### config.mk
export PLATFORM = sky130hd
export DESIGN_NAME = gemac_bridge
export DESIGN_NICKNAME = d
export VERILOG_FILES = /design/src/rtl/gemac_bridge_pkg.sv /design/src/rtl/ll8_if.sv /design/src/rtl/fifo19_to_ll8.sv /design/src/rtl/ll8_shortfifo.sv /design/src/rtl/ll8_to_txmac.sv /design/src/rtl/rxmac_to_ll8.sv /design/src/rtl/ll8_to_fifo19.sv /design/src/rtl/gemac_bridge.sv
export VERILOG_INCLUDE_DIRS = /design/src /design/src/rtl
export SDC_FILE = /design/constraint.sdc
export NUM_CORES = 1
export LEC_CHECK = 0
export ABC_AREA = 1
export BUFFER_PORTS_ARGS = -buffer_cell sky130_fd_sc_hd__buf_4
export CAP_MARGIN = 20
export CORE_MARGIN = 2
export CORE_UTILIZATION = 38
export DETAILED_ROUTE_END_ITERATION = 10
export GPL_ROUTABILITY_DRIVEN = 0
export GPL_TIMING_DRIVEN = 0
export MAX_ROUTING_LAYER = met4
export PLACE_DENSITY = 0.61
export SLEW_MARGIN = 15
export SYNTH_ARGS = -nofsm -noshare
export SYNTH_HDL_FRONTEND = slang
export SYNTH_HIERARCHICAL = 1
export SYNTH_SLANG_ARGS = --single-unit
### constraint.sdc
create_clock -name clk_i -period 2.5 [get_ports clk_i]
set_input_delay 0.5 -clock clk_i [delete_from_list [all_inputs] [get_ports clk_i]]
set_output_delay 0.5 -clock clk_i [all_outputs]
set_load 0.03 [all_outputs]
### src/rtl/gemac_bridge_macros.svh
`ifndef GEMAC_BRIDGE_MACROS_SVH
`define GEMAC_BRIDGE_MACROS_SVH

// Client word, 16 data bits plus occ, eof, sof
`define GB_F19_W 19

// Short FIFO address width, 16 bytes deep
`define GB_SFIFO_AW 4

`endif

### src/rtl/gemac_bridge_pkg.sv
package gemac_bridge_pkg;

   // Client word, data[15:8] goes out on the wire first
   typedef struct packed {
      logic        occ;
      logic        eof;
      logic        sof;
      logic [15:0] data;
   } f19_word_t;

   typedef enum logic [1:0] {
      TX_IDLE,
      TX_WAIT_ACK,
      TX_SEND,
      TX_DRAIN
   } txmac_state_e;

   typedef enum logic [1:0] {
      RX_IDLE,
      RX_FRAME,
      RX_FLUSH,
      RX_DROP
   } rxmac_state_e;

   // Byte slot within a client word
   typedef enum logic {
      UNPACK_HIGH,
      UNPACK_LOW
   } unpack_state_e;

endpackage

### src/rtl/ll8_if.sv
interface ll8_if;

   logic [7:0] data;
   logic       sof;
   logic       eof;
   logic       src_rdy;
   logic       dst_rdy;

   modport src (
      output data,
      output sof,
      output eof,
      output src_rdy,
      input  dst_rdy
   );

   modport dst (
      input  data,
      input  sof,
      input  eof,
      input  src_rdy,
      output dst_rdy
   );

endinterface

### src/rtl/fifo19_to_ll8.sv
module fifo19_to_ll8
   import gemac_bridge_pkg::*;
(
   input  logic      clk_i,
   input  logic      arst_n_i,
   input  f19_word_t f19_data_i,
   input  logic      f19_src_rdy_i,
   output logic      f19_dst_rdy_o,
   ll8_if.src        ll
);

   f19_word_t     word_r;
   logic          full_r;
   unpack_state_e slot_r;
   logic          last_byte;
   logic          ll_xfer;
   logic          f19_xfer;

   // A word with occ ends after its high byte
   assign last_byte = (slot_r == UNPACK_LOW) || word_r.occ;

   assign ll.data    = (slot_r == UNPACK_HIGH) ? word_r.data[15:8] : word_r.data[7:0];
   assign ll.sof     = (slot_r == UNPACK_HIGH) && word_r.sof;
   assign ll.eof     = last_byte && word_r.eof;
   assign ll.src_rdy = full_r;

   assign ll_xfer = ll.src_rdy && ll.dst_rdy;

   // Take the next word as the current one empties
   assign f19_dst_rdy_o = !full_r || (ll_xfer && last_byte);
   assign f19_xfer      = f19_src_rdy_i && f19_dst_rdy_o;

   always_ff @(posedge clk_i or negedge arst_n_i) begin
      if (!arst_n_i) begin
         full_r <= 1'b0;
         slot_r <= UNPACK_HIGH;
      end else begin
         if (f19_xfer) begin
            full_r <= 1'b1;
            slot_r <= UNPACK_HIGH;
         end else if (ll_xfer) begin
            if (last_byte) begin
               full_r <= 1'b0;
            end else begin
               slot_r <= UNPACK_LOW;
            end
         end
      end
   end

   always_ff @(posedge clk_i) begin
      if (f19_xfer) begin
         word_r <= f19_data_i;
      end
   end

endmodule

### src/rtl/ll8_shortfifo.sv
`include "gemac_bridge_macros.svh"

module ll8_shortfifo #(
   parameter int AW = `GB_SFIFO_AW
) (
   input  logic clk_i,
   input  logic arst_n_i,
   ll8_if.dst   wr,
   ll8_if.src   rd
);

   localparam int DEPTH = 1 << AW;
   localparam logic [AW:0] FULL_CNT = DEPTH[AW:0];

   // Entry is {eof, sof, data}
   logic [9:0]    mem_r [DEPTH];
   logic [AW-1:0] wr_ptr_r;
   logic [AW-1:0] rd_ptr_r;
   logic [AW:0]   count_r;
   logic          wr_en;
   logic          rd_en;

   assign wr.dst_rdy = (count_r != FULL_CNT);
   assign rd.src_rdy = (count_r != '0);

   assign rd.data = mem_r[rd_ptr_r][7:0];
   assign rd.sof  = mem_r[rd_ptr_r][8];
   assign rd.eof  = mem_r[rd_ptr_r][9];

   assign wr_en = wr.src_rdy && wr.dst_rdy;
   assign rd_en = rd.src_rdy && rd.dst_rdy;

   always_ff @(posedge clk_i) begin
      if (wr_en) begin
         mem_r[wr_ptr_r] <= {wr.eof, wr.sof, wr.data};
      end
   end

   always_ff @(posedge clk_i or negedge arst_n_i) begin
      if (!arst_n_i) begin
         wr_ptr_r <= '0;
         rd_ptr_r <= '0;
         count_r  <= '0;
      end else begin
         if (wr_en) begin
            wr_ptr_r <= wr_ptr_r + 1'b1;
         end
         if (rd_en) begin
            rd_ptr_r <= rd_ptr_r + 1'b1;
         end
         case ({wr_en, rd_en})
            2'b10:   count_r <= count_r + 1'b1;
            2'b01:   count_r <= count_r - 1'b1;
            default: count_r <= count_r;
         endcase
      end
   end

endmodule

### src/rtl/ll8_to_txmac.sv
module ll8_to_txmac
   import gemac_bridge_pkg::*;
(
   input  logic       clk_i,
   input  logic       arst_n_i,
   ll8_if.dst         ll,
   output logic [7:0] tx_data_o,
   output logic       tx_valid_o,
   output logic       tx_error_o,
   input  logic       tx_ack_i
);

   txmac_state_e state_r;
   logic [7:0]   data_r;
   logic         valid_r;
   logic         error_r;
   logic         last_r;
   logic         advance;
   logic         xfer;

   // MAC takes the held byte this cycle
   assign advance = (state_r == TX_SEND) || ((state_r == TX_WAIT_ACK) && tx_ack_i);

   // Idle skips stray bytes until sof, drain discards to eof
   assign ll.dst_rdy = (state_r == TX_IDLE) || (state_r == TX_DRAIN) || (advance && !last_r);
   assign xfer       = ll.src_rdy && ll.dst_rdy;

   assign tx_data_o  = data_r;
   assign tx_valid_o = valid_r;
   assign tx_error_o = error_r;

   always_ff @(posedge clk_i or negedge arst_n_i) begin
      if (!arst_n_i) begin
         state_r <= TX_IDLE;
         valid_r <= 1'b0;
         error_r <= 1'b0;
         last_r  <= 1'b0;
      end else begin
         error_r <= 1'b0;
         case (state_r)
            TX_IDLE: begin
               if (xfer && ll.sof) begin
                  valid_r <= 1'b1;
                  last_r  <= ll.eof;
                  state_r <= TX_WAIT_ACK;
               end
            end
            TX_WAIT_ACK, TX_SEND: begin
               if (advance) begin
                  if (last_r) begin
                     valid_r <= 1'b0;
                     state_r <= TX_IDLE;
                  end else if (ll.src_rdy) begin
                     last_r  <= ll.eof;
                     state_r <= TX_SEND;
                  end else begin
                     // Underrun, flag it while valid is still up
                     error_r <= 1'b1;
                     state_r <= TX_DRAIN;
                  end
               end
            end
            TX_DRAIN: begin
               valid_r <= 1'b0;
               if (xfer && ll.eof) begin
                  state_r <= TX_IDLE;
               end
            end
            default: state_r <= TX_IDLE;
         endcase
      end
   end

   always_ff @(posedge clk_i) begin
      if (xfer && (state_r != TX_DRAIN)) begin
         data_r <= ll.data;
      end
   end

endmodule

### src/rtl/rxmac_to_ll8.sv
module rxmac_to_ll8
   import gemac_bridge_pkg::*;
(
   input  logic       clk_i,
   input  logic       arst_n_i,
   input  logic [7:0] rx_data_i,
   input  logic       rx_valid_i,
   ll8_if.src         ll,
   output logic       rx_overrun_o
);

   rxmac_state_e state_r;
   logic [7:0]   hold_r;
   logic         first_r;
   logic         pend_r;
   logic         overrun_r;
   logic         xfer;
   logic         capture;

   // Held byte is known not to be last once the next one shows up
   assign ll.src_rdy = ((state_r == RX_FRAME) && rx_valid_i) || (state_r == RX_FLUSH) ||
                       ((state_r == RX_DROP) && pend_r);
   assign ll.eof     = (state_r == RX_FLUSH) || (state_r == RX_DROP);
   assign ll.sof     = first_r;
   assign ll.data    = hold_r;

   assign xfer = ll.src_rdy && ll.dst_rdy;

   assign capture = rx_valid_i &&
                    ((state_r == RX_IDLE) ||
                     (((state_r == RX_FRAME) || (state_r == RX_FLUSH)) && xfer));

   assign rx_overrun_o = overrun_r;

   always_ff @(posedge clk_i or negedge arst_n_i) begin
      if (!arst_n_i) begin
         state_r   <= RX_IDLE;
         first_r   <= 1'b0;
         pend_r    <= 1'b0;
         overrun_r <= 1'b0;
      end else begin
         overrun_r <= 1'b0;
         case (state_r)
            RX_IDLE: begin
               if (rx_valid_i) begin
                  first_r <= 1'b1;
                  state_r <= RX_FRAME;
               end
            end
            RX_FRAME: begin
               if (!rx_valid_i) begin
                  state_r <= RX_FLUSH;
               end else if (xfer) begin
                  first_r <= 1'b0;
               end else begin
                  overrun_r <= 1'b1;
                  pend_r    <= 1'b1;
                  state_r   <= RX_DROP;
               end
            end
            RX_FLUSH: begin
               if (xfer) begin
                  // Next frame may start right behind this one
                  if (rx_valid_i) begin
                     first_r <= 1'b1;
                     state_r <= RX_FRAME;
                  end else begin
                     state_r <= RX_IDLE;
                  end
               end else if (rx_valid_i) begin
                  overrun_r <= 1'b1;
                  pend_r    <= 1'b1;
                  state_r   <= RX_DROP;
               end
            end
            RX_DROP: begin
               if (xfer) begin
                  pend_r <= 1'b0;
               end
               if (!rx_valid_i && (xfer || !pend_r)) begin
                  state_r <= RX_IDLE;
               end
            end
            default: state_r <= RX_IDLE;
         endcase
      end
   end

   always_ff @(posedge clk_i) begin
      if (capture) begin
         hold_r <= rx_data_i;
      end
   end

endmodule

### src/rtl/ll8_to_fifo19.sv
module ll8_to_fifo19
   import gemac_bridge_pkg::*;
(
   input  logic      clk_i,
   input  logic      arst_n_i,
   ll8_if.dst        ll,
   output f19_word_t f19_data_o,
   output logic      f19_src_rdy_o,
   input  logic      f19_dst_rdy_i
);

   f19_word_t     word_r;
   logic          valid_r;
   unpack_state_e slot_r;
   logic [7:0]    hi_r;
   logic          hi_sof_r;
   logic          is_high;
   logic          xfer;

   // A sof byte always opens a new word
   assign is_high = (slot_r == UNPACK_HIGH) || ll.sof;

   // Hold off while a finished word is still waiting
   assign ll.dst_rdy = !valid_r || f19_dst_rdy_i;
   assign xfer       = ll.src_rdy && ll.dst_rdy;

   assign f19_data_o    = word_r;
   assign f19_src_rdy_o = valid_r;

   always_ff @(posedge clk_i or negedge arst_n_i) begin
      if (!arst_n_i) begin
         valid_r <= 1'b0;
         slot_r  <= UNPACK_HIGH;
      end else begin
         if (f19_dst_rdy_i) begin
            valid_r <= 1'b0;
         end
         if (xfer) begin
            if (is_high) begin
               if (ll.eof) begin
                  valid_r <= 1'b1;
                  slot_r  <= UNPACK_HIGH;
               end else begin
                  slot_r  <= UNPACK_LOW;
               end
            end else begin
               valid_r <= 1'b1;
               slot_r  <= UNPACK_HIGH;
            end
         end
      end
   end

   always_ff @(posedge clk_i) begin
      if (xfer) begin
         if (is_high) begin
            hi_r     <= ll.data;
            hi_sof_r <= ll.sof;
            if (ll.eof) begin
               word_r.occ  <= 1'b1;
               word_r.eof  <= 1'b1;
               word_r.sof  <= ll.sof;
               word_r.data <= {ll.data, 8'h00};
            end
         end else begin
            word_r.occ  <= 1'b0;
            word_r.eof  <= ll.eof;
            word_r.sof  <= hi_sof_r;
            word_r.data <= {hi_r, ll.data};
         end
      end
   end

endmodule

### src/rtl/gemac_bridge.sv
`include "gemac_bridge_macros.svh"

module gemac_bridge
   import gemac_bridge_pkg::*;
(
   input  logic                 clk_i,
   input  logic                 arst_n_i,
   // Client transmit words
   input  logic [`GB_F19_W-1:0] tx_f19_data_i,
   input  logic                 tx_f19_src_rdy_i,
   output logic                 tx_f19_dst_rdy_o,
   // Client receive words
   output logic [`GB_F19_W-1:0] rx_f19_data_o,
   output logic                 rx_f19_src_rdy_o,
   input  logic                 rx_f19_dst_rdy_i,
   // MAC transmitter
   output logic [7:0]           tx_data_o,
   output logic                 tx_valid_o,
   output logic                 tx_error_o,
   input  logic                 tx_ack_i,
   // MAC receiver
   input  logic [7:0]           rx_data_i,
   input  logic                 rx_valid_i,
   output logic                 rx_overrun_o
);

   f19_word_t tx_word;
   f19_word_t rx_word;

   // Typed view of the client vectors
   assign tx_word       = tx_f19_data_i;
   assign rx_f19_data_o = rx_word;

   ll8_if tx_ll ();
   ll8_if tx_ll2 ();
   ll8_if rx_ll ();
   ll8_if rx_ll2 ();

   // Transmit chain
   fifo19_to_ll8 tx_unpack (
      .clk_i         (clk_i),
      .arst_n_i      (arst_n_i),
      .f19_data_i    (tx_word),
      .f19_src_rdy_i (tx_f19_src_rdy_i),
      .f19_dst_rdy_o (tx_f19_dst_rdy_o),
      .ll            (tx_ll)
   );

   ll8_shortfifo #(.AW(`GB_SFIFO_AW)) tx_sfifo (
      .clk_i    (clk_i),
      .arst_n_i (arst_n_i),
      .wr       (tx_ll),
      .rd       (tx_ll2)
   );

   ll8_to_txmac tx_adapt (
      .clk_i      (clk_i),
      .arst_n_i   (arst_n_i),
      .ll         (tx_ll2),
      .tx_data_o  (tx_data_o),
      .tx_valid_o (tx_valid_o),
      .tx_error_o (tx_error_o),
      .tx_ack_i   (tx_ack_i)
   );

   // Receive chain
   rxmac_to_ll8 rx_adapt (
      .clk_i        (clk_i),
      .arst_n_i     (arst_n_i),
      .rx_data_i    (rx_data_i),
      .rx_valid_i   (rx_valid_i),
      .ll           (rx_ll),
      .rx_overrun_o (rx_overrun_o)
   );

   ll8_shortfifo #(.AW(`GB_SFIFO_AW)) rx_sfifo (
      .clk_i    (clk_i),
      .arst_n_i (arst_n_i),
      .wr       (rx_ll),
      .rd       (rx_ll2)
   );

   ll8_to_fifo19 rx_pack (
      .clk_i         (clk_i),
      .arst_n_i      (arst_n_i),
      .ll            (rx_ll2),
      .f19_data_o    (rx_word),
      .f19_src_rdy_o (rx_f19_src_rdy_o),
      .f19_dst_rdy_i (rx_f19_dst_rdy_i)
   );

endmodule

---- After elaboration in Yosys (flattened, before gate mapping) ----
Memory sizes are Yosys's and may differ from the RTL's.
Index checks and enable logic that the tools add are counted.
word-level totals
  register bits ........................... 103
  bits in writable memories ............... 320
  input port bits ......................... 33
  output and inout bits ................... 32
  word-level logic and storage cells ...... 193
  memories ................................ 2
memory list
  memory          words  bits a word  read ports  clocked after memory_dff  wr ports  line                 text
  rx_sfifo.mem_r  16     10           1           0                         1         ll8_shortfifo.sv:16  logic [9:0] mem_r [DEPTH];
  tx_sfifo.mem_r  16     10           1           0                         1         ll8_shortfifo.sv:16
operators by class
  add/sub/neg operators ................... 8
  equality and inequality tests ........... 30
  muxes and demuxes ....................... 63
  bitwise operators ....................... 2
  reductions and logical operators ........ 58
operators with widths
  kind                                                                 count
  1-bit two-way mux                                                    41
  2-bit two-way mux                                                    10
  2-bit != test (second input constant)                                10
  5-bit one-hot mux with 2 select lines                                2
  19-bit two-way mux                                                   1
  1-bit logical AND                                                    18
  18-bit two-way mux                                                   1
  4-bit by 1-bit adder with 4-bit output (second input constant)       4
  1-bit logical OR                                                     13
  2-bit == test (second input constant)                                6
  2-bit by 1-bit != test with 1-bit output (second input constant)     6
  5-bit by 1-bit adder with 5-bit output (second input constant)       2
  5-bit != test (second input constant)                                2
  2-bit nonzero test                                                   5
  5-bit nonzero test                                                   2
  5-bit by 1-bit subtractor with 5-bit output (second input constant)  2
  1-bit one-hot mux with 3 select lines                                3
  3-bit AND reduction                                                  3
  2-bit by 1-bit == test with 1-bit output (second input constant)     4
  8-bit two-way mux                                                    1
  2-bit one-hot mux with 4 select lines                                1
  2-bit AND reduction                                                  4
  4-bit AND reduction                                                  2
  2-bit one-hot mux with 3 select lines                                1
  other kinds (9)                                                      17

---- Depth between registers and ports, before layout ----
  depth after elaboration ................. 9
  depth in mapped cells ................... 19
  mapped depth without buffers ............ 19

---- Modules after synthesis ----
Netlist, hierarchy kept.
by module, submodules not included
  module         times used  cells an instance  area an instance (µm²)  seq. area each (µm²)
  ll8_shortfifo  2           744                7562.3                  5129.9
  ll8_to_fifo19  1           84                 1188.6                  890.9
  fifo19_to_ll8  1           65                 804.5                   620.6
  rxmac_to_ll8   1           72                 675.6                   365.4
  ll8_to_txmac   1           59                 639.4                   365.4

---- Least setup slack after synthesis ----
Ideal clock, no wire load.
  kind .................................... flip-flop to flip-flop
  start ................................... register tx_adapt.state_r[1]
  end ..................................... register tx_sfifo.count_r[4]
  library setup time ...................... 0.116 ns
  data arrival time ....................... 2.291 ns
  data required time ...................... 2.384 ns
  path slack .............................. 0.092 ns
  stages on the path, launching flop included .. 20
  buffers on the path ..................... 0
  period minus slack after synthesis ...... 2.408 ns
  path through ............................ dfrtp_1 inv_1 ha_1 nand2_1 nand2_1 inv_1 o21ai_0 nand2_1 inv_1 ha_1 inv_1 fa_1 inv_1 nand2_1 nand2_1 nand2_1 nand2_1 nand2_1 nand2_1 nand2_1
between the ends
  word-level cells in the longest chain between the ends .. 8
  elaborated cells between the ends (all ways) .. 14
  classes of those cells .................. 5 x eq/ne; 1 x mux; 8 x reduce/logical
ends and longest elaborated chain
  what                                                                                line                 text
  from (decl)                                                                         ll8_to_txmac.sv:13   txmac_state_e state_r;
  from (signal assigned)                                                              ll8_to_txmac.sv:34   state_r <= TX_IDLE;
  from (signal assigned)                                                              ll8_to_txmac.sv:45   state_r <= TX_WAIT_ACK;
  from (signal assigned)                                                              ll8_to_txmac.sv:52   state_r <= TX_IDLE;
  2-bit by 1-bit == test with 1-bit output                                            ll8_to_txmac.sv:22   assign advance = (state_r == TX_SEND) || ((state_r == TX_WAIT_ACK) && tx_ack_i);
  1-bit logical AND                                                                   ll8_to_txmac.sv:22
  1-bit logical OR                                                                    ll8_to_txmac.sv:22
  1-bit logical AND                                                                   ll8_to_txmac.sv:25   assign ll.dst_rdy = (state_r == TX_IDLE) || (state_r == TX_DRAIN) || (advance && !last_r);
  1-bit logical OR (*)                                                                ll8_to_txmac.sv:25
  named net tx_ll2.dst_rdy                                                            ll8_if.sv:7          logic dst_rdy;
  1-bit logical AND (*)                                                               ll8_shortfifo.sv:31  assign rd_en = rd.src_rdy && rd.dst_rdy;
  named net tx_sfifo.rd_en                                                            ll8_shortfifo.sv:21  logic rd_en;
  2-bit by 1-bit == test with 1-bit output / 2-bit == test (equally long branches)    ll8_shortfifo.sv:51  case ({wr_en, rd_en})
  5-bit one-hot mux with 2 select lines / 2-bit nonzero test (equally long branches)  -
  to (signal assigned)                                                                ll8_shortfifo.sv:52  2'b10: count_r <= count_r + 1'b1;
  to (signal assigned)                                                                ll8_shortfifo.sv:53  2'b01: count_r <= count_r - 1'b1;
  to (signal assigned)                                                                ll8_shortfifo.sv:54  default: count_r <= count_r;
  to (decl)                                                                           ll8_shortfifo.sv:19  logic [AW:0] count_r;
The timed path passes the listed nets; every way through them passes the cells marked *.
A chain may end at the register's enable or synchronous reset.

---- Final worst setup path ----
  start ................................... register rx_adapt.state_r[1]
  end ..................................... memory rx_sfifo.mem_r[15][1] (enable)
between the ends
  word-level cells in the longest chain between the ends .. 7
  elaborated cells between the ends (all ways) .. 10
  classes of those cells .................. 3 x eq/ne; 2 x mux; 5 x reduce/logical
ends and longest elaborated chain
  what                                         line                 text
  from (decl)                                  rxmac_to_ll8.sv:12   rxmac_state_e state_r;
  from (signal assigned)                       rxmac_to_ll8.sv:37   state_r <= RX_IDLE;
  from (signal assigned)                       rxmac_to_ll8.sv:47   state_r <= RX_FRAME;
  from (signal assigned)                       rxmac_to_ll8.sv:52   state_r <= RX_FLUSH;
  2-bit by 1-bit == test with 1-bit output     rxmac_to_ll8.sv:21   assign ll.src_rdy = ((state_r == RX_FRAME) && rx_valid_i) || (state_r == RX_FLUSH) ||
  1-bit logical AND                            rxmac_to_ll8.sv:21
  1-bit logical OR                             rxmac_to_ll8.sv:21
  1-bit logical OR (*)                         rxmac_to_ll8.sv:21
  named net rx_ll.src_rdy                      ll8_if.sv:6          logic src_rdy;
  1-bit logical AND (*)                        ll8_shortfifo.sv:30  assign wr_en = wr.src_rdy && wr.dst_rdy;
  1-bit two-way mux (*)                        ll8_shortfifo.sv:34  if (wr_en) begin
  1-bit two-way mux (implied by the code) (*)  ll8_shortfifo.sv:35  mem_r[wr_ptr_r] <= {wr.eof, wr.sof, wr.data};
  to (decl)                                    ll8_shortfifo.sv:16
Marks and branches as above.

==> summary.txt <==
Worst hold path
  – WHS Path Cells: 1
  – Hold Crit Class: input port to flip-flop

Yosys
  – Post-Syn Area: 18400 sq um
  – Post-synth EDFFs: 383
  – Synth Register Bits: 423
  – Ys flop type: edfxtp_1
  – Async set-reset flop share out of synthesis: 9.46%
  – Post-synth cell types: 32
  – Area contributors post-synth: edfxtp_1, nand2_1, dfrtp_1, nand3_1, inv_1
  – Synth top cells by count: nand2_1, edfxtp_1, inv_1
  – Synth top area share: 62.4%
  – Cells after Synth: 1768
  – Ys Warns: 6
  – Top-count cell post-synth: nand2_1
  – Register area share after synthesis: 67.8%
  – Yosys top cell by area: edfxtp_1
  – Mean Syn Cell Area: 10.4 sq um
  – Synth Net Count: 1832

Critical path
  – Setup CP Type: flip-flop to flip-flop
  – Top delay family on crit path: simple AND/OR/NAND/NOR gates
  – CP cell instances: inv_1 -> ha_2 -> nand2_1 -> nand3_2 -> nand2_4 -> inv_2 -> nand2_1 -> nor2_2
  – Depth of the most critical reg-to-reg path: 8
  – Crit end category: flip-flop
  – Req. time, crit path: 2.71 ns
  – Levels on crit path: 8
  – Crit-path max cell delay: 0.56 ns
  – Crit-path max FO: 10
  – Startpoint types: flip-flop
  – CP dominant cell by count: nand2_1
  – Buffer and inverter count on the worst path: 2
  – Slowest CP cell: nor2_2
  – Crit path DAT: 2.55 ns

Floorplanning
  – Die extent in x: 224 um
  – Die H: 224 um
  – I/O Pins: 65
  – Die area: 50300 sq um
  – Initial Util: 38.5%
  – Core area: 47800 sq um
  – Row Count: 80

Final layout
  – Ant diodes: 0
  – Post-layout util: 44.5%
  – Area grow syn2layout: 15.6%
  – Nets: 1952
  – Layout cells sized above 1: 13.0%
  – Layout Cells excl Fill: 2540

Routing
  – Detailed-route DRC error count: 0
  – Routed via count: 11.9k
  – Starting DRT DRC Count: 1023
  – DR WL/cell: 15.6 um
  – Vias per cell: 4.69
  – Post-DRT Antenna Nets: 0
  – Drt total wl: 39.6 mm
  – First-pass detailed-route iteration total: 5

STA
  – Final hold viol count: 0
  – Post-layout min period: 2.34 ns
  – Clk_skew: 0.0258 ns
  – Relative slew margins: 34.2%
  – Unrepaired setup endpoints after global routing: no
  – Max Fclk: 0.427 GHz
  – Post-Route Setup TNS: 0 ns
  – Final period util: 93.7%
  – Final slew viol count: 0
  – Setup violations, final: 0
  – Worst setup margin: 0.158 ns
  – Worst-Margin Slew: 0.983 ns

Clock tree
  – Number of CTS-inserted buffers: 47
  – Clock root cell: clkbuf_16
  – Clock Latency Late Sink: 0.59 ns
  – Worst-case clock buffer depth: 3
  – H-tree depth: 2
  – CTS tree: done
  – # clock sinks: 423
  – Clock Pin Slew Worst Setup and Hold Paths: 0.06 ns

Global routing
  – Global-route wire length before repair: 63.3 mm
  – Vias in the first global route: 11.6k
  – Largest net degree at the start of global routing: 41
  – Met1 usage: 22.1%
  – Busiest grt layer: met2
  – Met3 usage: 2.78%
  – Grt total ovfl: 0
  – Initial antenna violation count: 0
  – GRT Resource Usage Total: 16.6%
  – Met2 Use GR: 26.0%

Placement
  – IO buf count: 64
  – HPWL after DPL: 26.2 mm
  – Pre-CTS setup slack: -0.324 ns
  – Placed Instances: 2447

Pwr
  – Pwr Total: 0.0276 W
  – Leakage: 9.04 nW
  – Pwr dens: 1290 nW/um^2
  – Worst vdd ir: 525 uV

Run
  – MaxCap Viol Count: 0

Status
  – Outcome: complete, no violations
==> logic make-up after synthesis <==
logic type | after synthesis | share of synthesized area, %
AND/OR/NAND/NOR | 1010 | 22.2
flip-flops | 423 | 67.8
buffers and inverters | 260 | 5.97
adder cells (fa/ha/maj) | 31 | 2.19
AO/OA/AOI/OAI | 28 | 1.03
XOR/XNOR | 16 | 0.760
==> area by class of cell <==
class                           instances  area, sq um
Fill cell                            4382        26500
Sequential cell                       423        12500
Multi-Input combinational cell       1085         4930
Clock buffer                           59         1220
Tap cell                              615          769
Inverter                              201          763
Timing Repair Buffer                   71          548
Buffer                                 59          345
Clock inverter                         27          226
==> registers in the layout, indices dropped and copies added, names as in the netlist, 5 cells and up <==
register and cells:
rx_adapt/ll.data 8, tx_adapt/tx_data_o 8, rx_sfifo/mem_r 160, rx_pack/f19_data_o 19, rx_sfifo/count_r 5, tx_sfifo/mem_r 160
tx_unpack/word_r 19, rx_pack/hi_r 8, tx_sfifo/count_r 5
==> final timing paths <==
path / from / endpoint / slack (ns)
worst min-delay path: tx_f19_data_i[12] / tx_unpack/word_r[12] / 0.08
worst min register to register: tx_adapt/tx_valid_o / tx_adapt/tx_valid_o / 0.48
min in group asynchronous: arst_n_i / tx_adapt/last_r / 0.47
max in group asynchronous: arst_n_i / rx_adapt/state_r[0] / 1.60
worst max register to register: rx_adapt/state_r[1] / rx_sfifo/mem_r[15][1] / 0.16
worst max-delay path: rx_adapt/state_r[1] / rx_sfifo/mem_r[15][1] / 0.16
==> repair_timing <==
item                                   in CTS  in global routing
setup buffers                               5                  1
endpoints found under the hold margin      40                  0
setup endpoints to repair                 164                171
cloned                                      0                  0
pin swaps                                   2                  1
resized for setup                          23                 15
hold buffers                                1                  0
==> cells in the final DEF (no fill, tap or decap), drive strengths merged <==
master       instances
xor2                10
clkinvlp             2
clkbuf              75
dlygate4sd3          1
fa                   2
ha                  29
nand4               13
dfrtp               40
xnor2                6
nor2               180
or2                  3
o21a                 1
nand3              144
inv                201
a21boi               1
edfxtp             383
clkinv              23
nand2              669
a21oi                2
nor3b                1
bufinv               2
buf                113
o21ai               24
==> stage by stage <==
step / hold WS (ns) / instance area [sq um]
global placement: 0.461 / 19700
CTS: 0.0600 / 21200
detailed placement: 0.470 / 19700
finish: 0.0841 / 21300
global route: 0.0611 / 21300
floorplan: 0.204 / 18400
==> routing by layer <==
metal	part of all wire (%)	wire, um	vias to the layer above
met5	0	0	-
met4	3.2	1250	0
met3	5.7	2270	71
met2	46	18200	298
met1	45	17900	5601
li1	-	-	5953
==> power breakdown <==
group / internal [W] / switching [W]
registers: 0.00979 / 0.000782
clock network: 0.00370 / 0.00277
logic: 0.00336 / 0.00717
No activity file was read; power rests on OpenSTA's default activity.
